### config.mk
export PLATFORM = sky130hd
export DESIGN_NAME = rx_endpoint
export DESIGN_NICKNAME = d
export VERILOG_FILES = /design/src/chiplet_types_pkg.sv /design/src/rx_endpoint.sv /design/src/rx_msg_buffer.sv /design/src/rx_crc_check.sv /design/src/rx_fsm.sv /design/src/flit_counter.sv
export VERILOG_INCLUDE_DIRS = /design/src
export SDC_FILE = /design/constraint.sdc
export NUM_CORES = 2
export LEC_CHECK = 0
export BUFFER_PORTS_ARGS = -buffer_cell sky130_fd_sc_hd__buf_4
export CAP_MARGIN = 40
export CORE_ASPECT_RATIO = 1.2
export CORE_UTILIZATION = 45
export DETAILED_ROUTE_END_ITERATION = 7
export GPL_TIMING_DRIVEN = 1
export PLACE_DENSITY = 0.6
export SLEW_MARGIN = 10
export SYNTH_ARGS = -nofsm -noshare
export SYNTH_HDL_FRONTEND = slang
export SYNTH_SLANG_ARGS = --single-unit
### constraint.sdc
create_clock -name clk -period 8 [get_ports clk]
set_input_delay 2.4 -clock clk [delete_from_list [all_inputs] [get_ports clk]]
set_output_delay 2.4 -clock clk [all_outputs]
set_load 0.005 [all_outputs]
### src/chiplet_defines.svh
`ifndef CHIPLET_DEFINES_SVH
`define CHIPLET_DEFINES_SVH

// link and packet geometry
`define FLIT_WIDTH       32
`define PKT_LENGTH_WIDTH 8
`define CRC_WIDTH        16

// words held by the receive message buffer
`define RX_BUF_DEPTH     64

// format code carried by a message header
`define MSG_FORMAT       4'h1

// crc-16-ccitt, msb first
`define CRC_POLY         16'h1021
`define CRC_INIT         16'hFFFF

`endif
### src/chiplet_types_pkg.sv
`include "chiplet_defines.svh"

package chiplet_types_pkg;

    // one flit on the link and one word in the buffer
    typedef logic [`FLIT_WIDTH-1:0] flit_t;
    typedef logic [`FLIT_WIDTH-1:0] word_t;

    // flit or word count
    typedef logic [`PKT_LENGTH_WIDTH-1:0] pkt_length_t;

    typedef logic [`CRC_WIDTH-1:0] crc_t;

    // header flit layout, format in the top nibble
    typedef struct packed {
        logic [3:0]  format;
        logic [3:0]  dest_id;
        pkt_length_t length;
        logic [15:0] reserved;
    } pkt_hdr_t;

    // outcome reported with pkt_done
    typedef struct packed {
        logic crc_ok;
        logic overflow;
    } rx_status_t;

    typedef enum logic [1:0] {
        IDLE,
        GET_LENGTH,
        RECV,
        CRC_CHECK
    } rx_state_e;

    // payload words plus the trailing crc flit
    function automatic pkt_length_t expected_num_flits(input pkt_hdr_t hdr);
        return pkt_length_t'(hdr.length + 1'b1);
    endfunction

endpackage

### src/rx_endpoint.sv
`timescale 1ns/1ps
`include "chiplet_defines.svh"

module rx_endpoint import chiplet_types_pkg::*; (
    input  logic       clk,
    input  logic       n_rst,
    input  logic       flit_valid,
    input  flit_t      flit,
    output logic       pkt_done,
    output rx_status_t status,
    input  logic       rd_en,
    output word_t      rd_data,
    output logic       rd_valid
);

    // counter control
    logic        cnt_clear;
    logic        cnt_enable;
    pkt_length_t cnt_terminal;
    logic        cnt_done;

    // crc path
    logic  crc_clear;
    logic  crc_word_en;
    word_t crc_word;
    crc_t  crc_final;
    logic  crc_ok;

    // buffer write side
    logic  buf_wr_en;
    word_t buf_wr_data;
    logic  buf_commit;
    logic  buf_drop;
    logic  buf_overflow;

    rx_fsm rx_fsm_inst (
        .clk          (clk),
        .n_rst        (n_rst),
        .flit_valid   (flit_valid),
        .flit         (flit),
        .cnt_clear    (cnt_clear),
        .cnt_enable   (cnt_enable),
        .cnt_terminal (cnt_terminal),
        .cnt_done     (cnt_done),
        .crc_clear    (crc_clear),
        .crc_word_en  (crc_word_en),
        .crc_word     (crc_word),
        .crc_final    (crc_final),
        .crc_ok       (crc_ok),
        .buf_wr_en    (buf_wr_en),
        .buf_wr_data  (buf_wr_data),
        .buf_commit   (buf_commit),
        .buf_drop     (buf_drop),
        .buf_overflow (buf_overflow),
        .pkt_done     (pkt_done),
        .status       (status)
    );

    // the running count itself is not needed outside the counter
    flit_counter flit_counter_inst (
        .clk           (clk),
        .n_rst         (n_rst),
        .clear         (cnt_clear),
        .count_enable  (cnt_enable),
        .terminal_val  (cnt_terminal),
        .count         (),
        .terminal_flag (cnt_done)
    );

    rx_crc_check rx_crc_check_inst (
        .clk      (clk),
        .n_rst    (n_rst),
        .clear    (crc_clear),
        .word_en  (crc_word_en),
        .word     (crc_word),
        .received (crc_final),
        .crc_ok   (crc_ok)
    );

    rx_msg_buffer #(
        .DEPTH (`RX_BUF_DEPTH)
    ) rx_msg_buffer_inst (
        .clk      (clk),
        .n_rst    (n_rst),
        .wr_en    (buf_wr_en),
        .wr_data  (buf_wr_data),
        .commit   (buf_commit),
        .drop     (buf_drop),
        .overflow (buf_overflow),
        .rd_en    (rd_en),
        .rd_data  (rd_data),
        .rd_valid (rd_valid)
    );

endmodule

### src/rx_msg_buffer.sv
`timescale 1ns/1ps
`include "chiplet_defines.svh"

module rx_msg_buffer import chiplet_types_pkg::*; #(
    parameter int DEPTH = `RX_BUF_DEPTH
) (
    input  logic  clk,
    input  logic  n_rst,
    input  logic  wr_en,
    input  word_t wr_data,
    input  logic  commit,
    input  logic  drop,
    output logic  overflow,
    input  logic  rd_en,
    output word_t rd_data,
    output logic  rd_valid
);

    localparam int ADDR_W = $clog2(DEPTH);

    // one extra bit tells full from empty
    typedef logic [ADDR_W:0] ptr_t;

    word_t mem [DEPTH];
    ptr_t  wr_ptr;
    ptr_t  cmt_ptr;
    ptr_t  rd_ptr;
    logic  full;
    logic  wr_ok;
    logic  rd_ok;

    // tentative words count against the space the reader has freed
    assign full = (ptr_t'(wr_ptr - rd_ptr) == ptr_t'(DEPTH));

    // once a packet overflows, the rest of it is discarded too
    assign wr_ok = wr_en && !full && !overflow;

    // only committed words are visible
    assign rd_valid = (rd_ptr != cmt_ptr);
    assign rd_ok    = rd_en && rd_valid;
    assign rd_data  = mem[rd_ptr[ADDR_W-1:0]];

    always_ff @(posedge clk) begin
        if (wr_ok) begin
            mem[wr_ptr[ADDR_W-1:0]] <= wr_data;
        end
    end

    always_ff @(posedge clk, negedge n_rst) begin
        if (!n_rst) begin
            wr_ptr   <= '0;
            cmt_ptr  <= '0;
            rd_ptr   <= '0;
            overflow <= 1'b0;
        end else begin
            // rewind discards the packet in flight
            if (drop) begin
                wr_ptr <= cmt_ptr;
            end else if (wr_ok) begin
                wr_ptr <= wr_ptr + 1'b1;
            end
            if (commit) begin
                cmt_ptr <= wr_ptr;
            end
            // sticky until the packet is settled
            if (commit || drop) begin
                overflow <= 1'b0;
            end else if (wr_en && full) begin
                overflow <= 1'b1;
            end
            if (rd_ok) begin
                rd_ptr <= rd_ptr + 1'b1;
            end
        end
    end

endmodule

### src/rx_crc_check.sv
`timescale 1ns/1ps
`include "chiplet_defines.svh"

module rx_crc_check import chiplet_types_pkg::*; (
    input  logic  clk,
    input  logic  n_rst,
    input  logic  clear,
    input  logic  word_en,
    input  word_t word,
    input  crc_t  received,
    output logic  crc_ok
);

    crc_t crc_q;

    // one serial shift per data bit, msb of the word first
    function automatic crc_t crc_update(input crc_t crc_in, input word_t data);
        crc_t c;
        logic fb;
        c = crc_in;
        for (int i = `FLIT_WIDTH - 1; i >= 0; i--) begin
            fb = c[`CRC_WIDTH-1] ^ data[i];
            c  = {c[`CRC_WIDTH-2:0], 1'b0};
            if (fb) begin
                c = c ^ `CRC_POLY;
            end
        end
        return c;
    endfunction

    always_ff @(posedge clk, negedge n_rst) begin
        if (!n_rst) begin
            crc_q <= `CRC_INIT;
        end else if (clear) begin
            crc_q <= `CRC_INIT;
        end else if (word_en) begin
            crc_q <= crc_update(crc_q, word);
        end
    end

    // no payload leaves the register at its initial value
    assign crc_ok = (crc_q == received);

endmodule

### src/rx_fsm.sv
`timescale 1ns/1ps
`include "chiplet_defines.svh"

module rx_fsm import chiplet_types_pkg::*; (
    input  logic        clk,
    input  logic        n_rst,
    input  logic        flit_valid,
    input  flit_t       flit,
    output logic        cnt_clear,
    output logic        cnt_enable,
    output pkt_length_t cnt_terminal,
    input  logic        cnt_done,
    output logic        crc_clear,
    output logic        crc_word_en,
    output word_t       crc_word,
    output crc_t        crc_final,
    input  logic        crc_ok,
    output logic        buf_wr_en,
    output word_t       buf_wr_data,
    output logic        buf_commit,
    output logic        buf_drop,
    input  logic        buf_overflow,
    output logic        pkt_done,
    output rx_status_t  status
);

    rx_state_e state, next_state;
    pkt_hdr_t  hdr_in;
    pkt_hdr_t  hdr;
    logic      hdr_accept;
    logic      final_flit;

    assign hdr_in = pkt_hdr_t'(flit);

    // headers with a foreign format are ignored
    assign hdr_accept = (state == IDLE) && flit_valid && (hdr_in.format == `MSG_FORMAT);

    // the flit that completes the count is the crc flit
    assign final_flit = (state == RECV) && flit_valid && cnt_done;

    always_ff @(posedge clk, negedge n_rst) begin
        if (!n_rst) begin
            state        <= IDLE;
            cnt_terminal <= '0;
        end else begin
            state <= next_state;
            if (state == GET_LENGTH) begin
                cnt_terminal <= expected_num_flits(hdr);
            end
        end
    end

    always_ff @(posedge clk) begin
        if (hdr_accept) begin
            hdr <= hdr_in;
        end
        if (final_flit) begin
            crc_final <= flit[`CRC_WIDTH-1:0];
        end
    end

    always_comb begin
        next_state = state;
        case (state)
            IDLE: begin
                if (hdr_accept) begin
                    next_state = GET_LENGTH;
                end
            end
            GET_LENGTH: begin
                next_state = RECV;
            end
            RECV: begin
                if (final_flit) begin
                    next_state = CRC_CHECK;
                end
            end
            CRC_CHECK: begin
                next_state = IDLE;
            end
            default: begin
                next_state = IDLE;
            end
        endcase
    end

    // fresh crc and count for every packet
    assign cnt_clear = (state == GET_LENGTH);
    assign crc_clear = (state == GET_LENGTH);

    // payload words feed both the crc and the buffer
    assign cnt_enable  = (state == RECV) && flit_valid;
    assign crc_word_en = cnt_enable && !cnt_done;
    assign buf_wr_en   = crc_word_en;
    assign crc_word    = flit;
    assign buf_wr_data = flit;

    // verdict cycle, one after the crc flit
    assign pkt_done   = (state == CRC_CHECK);
    assign buf_commit = pkt_done && crc_ok && !buf_overflow;
    assign buf_drop   = pkt_done && !buf_commit;

    always_comb begin
        status = '0;
        if (pkt_done) begin
            status.crc_ok   = crc_ok;
            status.overflow = buf_overflow;
        end
    end

endmodule

### src/flit_counter.sv
`timescale 1ns/1ps
`include "chiplet_defines.svh"

module flit_counter import chiplet_types_pkg::*; (
    input  logic        clk,
    input  logic        n_rst,
    input  logic        clear,
    input  logic        count_enable,
    input  pkt_length_t terminal_val,
    output pkt_length_t count,
    output logic        terminal_flag
);

    pkt_length_t next_count;

    // wraps mod 2^width, so a terminal value of zero means a full lap
    assign next_count = pkt_length_t'(count + 1'b1);

    // flags the flit that will bring the count to terminal_val
    assign terminal_flag = (next_count == terminal_val);

    always_ff @(posedge clk, negedge n_rst) begin
        if (!n_rst) begin
            count <= '0;
        end else if (clear) begin
            count <= '0;
        end else if (count_enable) begin
            count <= next_count;
        end
    end

endmodule

---- After elaboration in Yosys (flattened, before gate mapping) ----
Memory sizes are Yosys's and may differ from the RTL's.
Cells that the tools add are included.
cells by class
  add/subtract/negate cells ............... 5
  eq/ne operators ......................... 10
  reductions and logical operators ........ 23
  multiplexer cells ....................... 108
  bitwise gates (word level) .............. 64
operators by type and width
  operator             count
  $mux 16              64
  $mux 13              32
  $not 3->3            32
  $xor 1x1->1          32
  $add 8x1->8 const B  2
  $eq 16x16->1         1
  $mux 8               2
  $add 7x1->7 const B  2
  $mux 7               2
  $logic_and 1x1->1    12
  $eq 8x8->1           1
  $pmux 2 s4           1
  $reduce_bool 2->1    4
  $eq 7x7->1 const B   1
  $ne 7x7->1           1
  $sub 7x7->7          1
  $mux 2               3
  $eq 2x2->1 const B   2
  $eq 4x1->1 const B   1
  $logic_not 1->1      4
  $mux 1               4
  $ne 2x1->1 const B   2
  $eq 2x1->1 const B   1
  $logic_not 2->1      1
  other kinds (2)      2
word-level totals
  output and inout bits ................... 36
  bits of input ports ..................... 36
  bits in writable memories ............... 2,048
  memories kept ........................... 1
  logic and storage cells ................. 221
  flip-flop bits (word level) ............. 80
memories
  name                    depth  width  read ports  clocked after Yosys merged registers in  wr ports  RTL line             text
  rx_msg_buffer_inst.mem  64     32     1           0                                        1         rx_msg_buffer.sv:24  word_t mem [DEPTH];

---- Longest topological paths before layout ----
  word-level depth ........................ 130
  mapped depth ............................ 14
  depth with buffers taken out ............ 10

---- Modules after synthesis ----
From an unflattened synthesis, not the netlist that was laid out.
unflattened totals
  cell total of the unflattened synthesis .. 3,951
  area total of the unflattened synthesis .. 83,946.8 um2
by module, submodules not included
  module         cells each  times used  sequential area each (um2)  area an instance (um2)
  rx_msg_buffer  3,550       1           62,049.5                    79,497.5
  rx_crc_check   173         1           420.4                       1,964.4
  rx_fsm         160         1           970.9                       1,861.8
  flit_counter   68          1           200.2                       623.1

---- Least setup slack after synthesis ----
No wires, ideal clock.
  path type ............................... register to output
  start point ............................. register rx_msg_buffer_inst.rd_ptr[0]
  end point ............................... output port rd_data[0]
  data required time ...................... 5.600 ns
  data arrival time ....................... 3.094 ns
  setup slack ............................. 2.506 ns
  stages on the path, launching flop included .. 7
  buffers on the path ..................... 3
  cell sequence ........................... dfrtp_1 -> clkbuf_1 -> clkbuf_1 -> buf_1 -> mux4_2 -> mux4_2 -> mux4_2
between the ends
  word-level cells in the longest chain between the ends .. 1
ends and longest elaborated chain
  item                      RTL line             text
  start: declaration        rx_msg_buffer.sv:27  ptr_t rd_ptr;
  start signal: assignment  rx_msg_buffer.sv:72  rd_ptr <= rd_ptr + 1'b1;
  $mem_v2 64x32             -
  end: declaration          rx_endpoint.sv:12    output word_t rd_data,
No other way between the ends.

---- Worst setup path in the final report ----
  start point ............................. register rx_msg_buffer_inst.rd_ptr[0]
  end point ............................... output port rd_data[29]
Same word-level chain as after synthesis.

==> impl_metrics.env <==
export IMPL_multi_input_area_sq_um=19000
export IMPL_leakage_uw=0.0295
export IMPL_arrival_ns=4.41
export IMPL_vias_per_cell=5.98
export IMPL_drc_errors=0
export IMPL_worstPathRequired_ns=5.60
export IMPL_dpl_hpwl_um=131000
export IMPL_ys_seq_area_frac=0.768
export IMPL_grt_overflow=0
export IMPL_setup_violations=0
export IMPL_fin_skew_ns=0.0290
export IMPL_p_per_area_nw_per_um2=371
export IMPL_synthToLayoutAreaGrowth_pct=14.3
export IMPL_grt_usage=0.229
export IMPL_cts_root_buffer="clkbuf_16"
export IMPL_tightest_slew_ns=0.894
export IMPL_numPortBuffers=71
export IMPL_postCtsSetupRepairBufs=0
export IMPL_antenna_found_initial=22
export IMPL_cp_end_kind="primary output"
export IMPL_routed_wl_um=210000
export IMPL_max_freq_mhz=147
export IMPL_grt_first_pass_wirelength_um=297000
export IMPL_first_iter_violations=4146
export IMPL_start_util=0.453
export IMPL_syn_inst=3418
export IMPL_clock_sinks=2128
export IMPL_synthTopCellsByArea="edfxtp_1, mux4_2, dfrtp_1"
export IMPL_syn_area_sq_um=82900
export IMPL_die_x_um=394
export IMPL_synth_commonest_cells="edfxtp_1, mux4_2, clkbuf_1"
export IMPL_ys_flop_type="edfxtp_1"
export IMPL_core_area_sq_um=183000
export IMPL_hold_viol=0
export IMPL_die_area_sq_um=186000
export IMPL_h_tree_depth=4
export IMPL_antenna_left=0
export IMPL_n_fill_cell=14100
export IMPL_synth_fp_nets=3470
export IMPL_rows=172
export IMPL_total_power_uw=35100
export IMPL_clk_pin_slew_ns=0.06
export IMPL_min_period_ns=6.81
export IMPL_numCtsBuffers=202
export IMPL_placedCellCount=5905
export IMPL_synth_area_leader_cell="edfxtp_1"
export IMPL_ioPinCount=72
export IMPL_dr_pass1_iters=5
export IMPL_vias=37600
export IMPL_async_flop_share=0.0263
export IMPL_final_cells=6286
export IMPL_avgSynthCellArea_sq_um=24.2
export IMPL_hp_class="flop to flop"
export IMPL_slew_viol_final=0
export IMPL_grt_max_degree=81
export IMPL_status="finished clean"
export IMPL_rsz0062_at_grt="no"
export IMPL_synth_edf_count=2072
export IMPL_slew_limit_headroom=0.403
export IMPL_fin_nets=3727
export IMPL_critPathMaxFanout=50
export IMPL_final_area_sq_um=94700
export IMPL_critical_path_class="flop to primary output"
export IMPL_worstSkewPairLatency_ns=0.85
export IMPL_drv_cap=0
export IMPL_gp_congestion=0.810
export IMPL_synth_distinct_cells=58
export IMPL_yosysMostFrequentCell="edfxtp_1"
export IMPL_die_y_um=472
export IMPL_setup_tns_final_ns=0
export IMPL_period_share=0.851
export IMPL_grt_pass1_vias=38300
export IMPL_irDropWorstVdd_uv=1400
export IMPL_cts_tree="yes"
export IMPL_postCtsHoldBufs=0
export IMPL_cts_resized=0
export IMPL_synth_seq_cells=2128
export IMPL_cts_buffer_depth=3
export IMPL_startpoint_type="flop"
export IMPL_place_area_sq_um=87800
export IMPL_seqCellArea_sq_um=63700
export IMPL_synth_top_area_frac=0.751
export IMPL_drive_above_1_share=0.341
export IMPL_wl_per_cell_um=33.4
export IMPL_ys_warn_count=0
==> state kept, by name, summed over array words and instances (netlist names) <==
signal                       count
rx_msg_buffer_inst.mem        2048
rx_crc_check_inst.crc_q         16
rx_fsm_inst.crc_final           16
flit_counter_inst.count          8
rx_fsm_inst.cnt_terminal         8
rx_fsm_inst.hdr                  8
rx_msg_buffer_inst.cmt_ptr       7
rx_msg_buffer_inst.rd_ptr        7
rx_msg_buffer_inst.wr_ptr        7
rx_fsm_inst.state                2
rx_msg_buffer_inst.overflow      1
==> worst max-delay path, stage by stage (launching register included) <==
cell     delay (ns)
dfrtp_4        0.62
buf_16         0.30
buf_12         0.39
mux4_2         0.66
mux4_2         0.62
mux4_2         0.67
buf_4          0.21
==> per-layer routing <==
layer / wire length, um / vias to the layer above / global-route usage / part of all wire
met4: 4850 / 16 / 0.0636 / 0.023
met2: 105000 / 1390 / 0.372 / 0.50
met3: 15600 / 261 / 0.0497 / 0.074
li1: - / 15200 / - / -
met1: 84800 / 20700 / 0.313 / 0.40
met5: 94 / - / 0 / 0.00045
==> cell families (layout without fill, tap and decap cells) <==
| kind of cell | Yosys count | count (layout) | share of synthesized area |
|---|---|---|---|
| AO/OA/AOI/OAI | 64 | 64 | 0.00494 |
| XOR/XNOR | 138 | 138 | 0.0205 |
| adder cells (fa/ha/maj) | 16 | 16 | 0.00242 |
| buffers and inverters | 185 | 613 | 0.00847 |
| flip-flops | 2128 | 2128 | 0.768 |
| multiplexers | 681 | 681 | 0.184 |
| other | 0 | 4 | 0 |
| AND/OR/NAND/NOR | 206 | 206 | 0.0117 |
==> stage by stage <==
step	utilization	setup WS [ns]	hold WS [ns]
2_1_floorplan	-	2.51	0.452
4_1_cts	0.517	0.969	0.508
5_1_grt	0.517	1.05	0.534
3_3_place_gp	0.478	1.79	0.500
6_report	0.518	1.19	0.507
3_5_place_dp	0.480	1.87	0.500
==> layout make-up <==
| class | count | area share |
|---|---|---|
| Clock inverter | 125 | 0.0142 |
| Antenna cell | 4 | 0.000106 |
| Clock buffer | 250 | 0.0577 |
| Inverter | 15 | 0.000674 |
| Timing Repair Buffer | 223 | 0.0223 |
| Tap cell | 2436 | 0.0322 |
| Sequential cell | 2128 | 0.672 |
| Multi-Input combinational cell | 1105 | 0.201 |
==> report_power, final <==
part           switching (uW)  internal, uW  total (uW)  leakage, uW
combinational            6610          5940       12600      0.00691
clock                    4090          5730        9820      0.00335
sequential                250         12500       12700       0.0193
==> cells in the final DEF, fill, tap and decap left out, types with 29 or more instances in the layout <==
master / netlist / layout
clkbuf_1: 120 / 37
xnor2_1: 64 / 64
xor2_1: 38 / 38
nor2_4: 0 / 63
nor2_1: 109 / 46
clkinv_1: 1 / 40
buf_12: 0 / 29
mux4_2: 672 / 672
clkinv_2: 0 / 46
edfxtp_1: 2072 / 2072
buf_4: 0 / 189
clkbuf_16: 0 / 212
dfrtp_1: 40 / 36
==> final timing paths <==
check,slack (ns),depth (start not counted),from,endpoint
max,1.19,6,rx_msg_buffer_inst.rd_ptr[0],rd_data[29]
min,0.51,2,rx_crc_check_inst.crc_q[0],rx_crc_check_inst.crc_q[0]
max reg2reg,2.89,12,rx_msg_buffer_inst.rd_ptr[1],rx_msg_buffer_inst.mem[45][4]
min reg2reg,0.51,2,rx_crc_check_inst.crc_q[0],rx_crc_check_inst.crc_q[0]
max in group asynchronous,5.73,1,n_rst,rx_msg_buffer_inst.rd_ptr[0]
min in group asynchronous,1.63,1,n_rst,rx_fsm_inst.cnt_terminal[3]
Note: power is estimated with default switching activity, not from simulation.
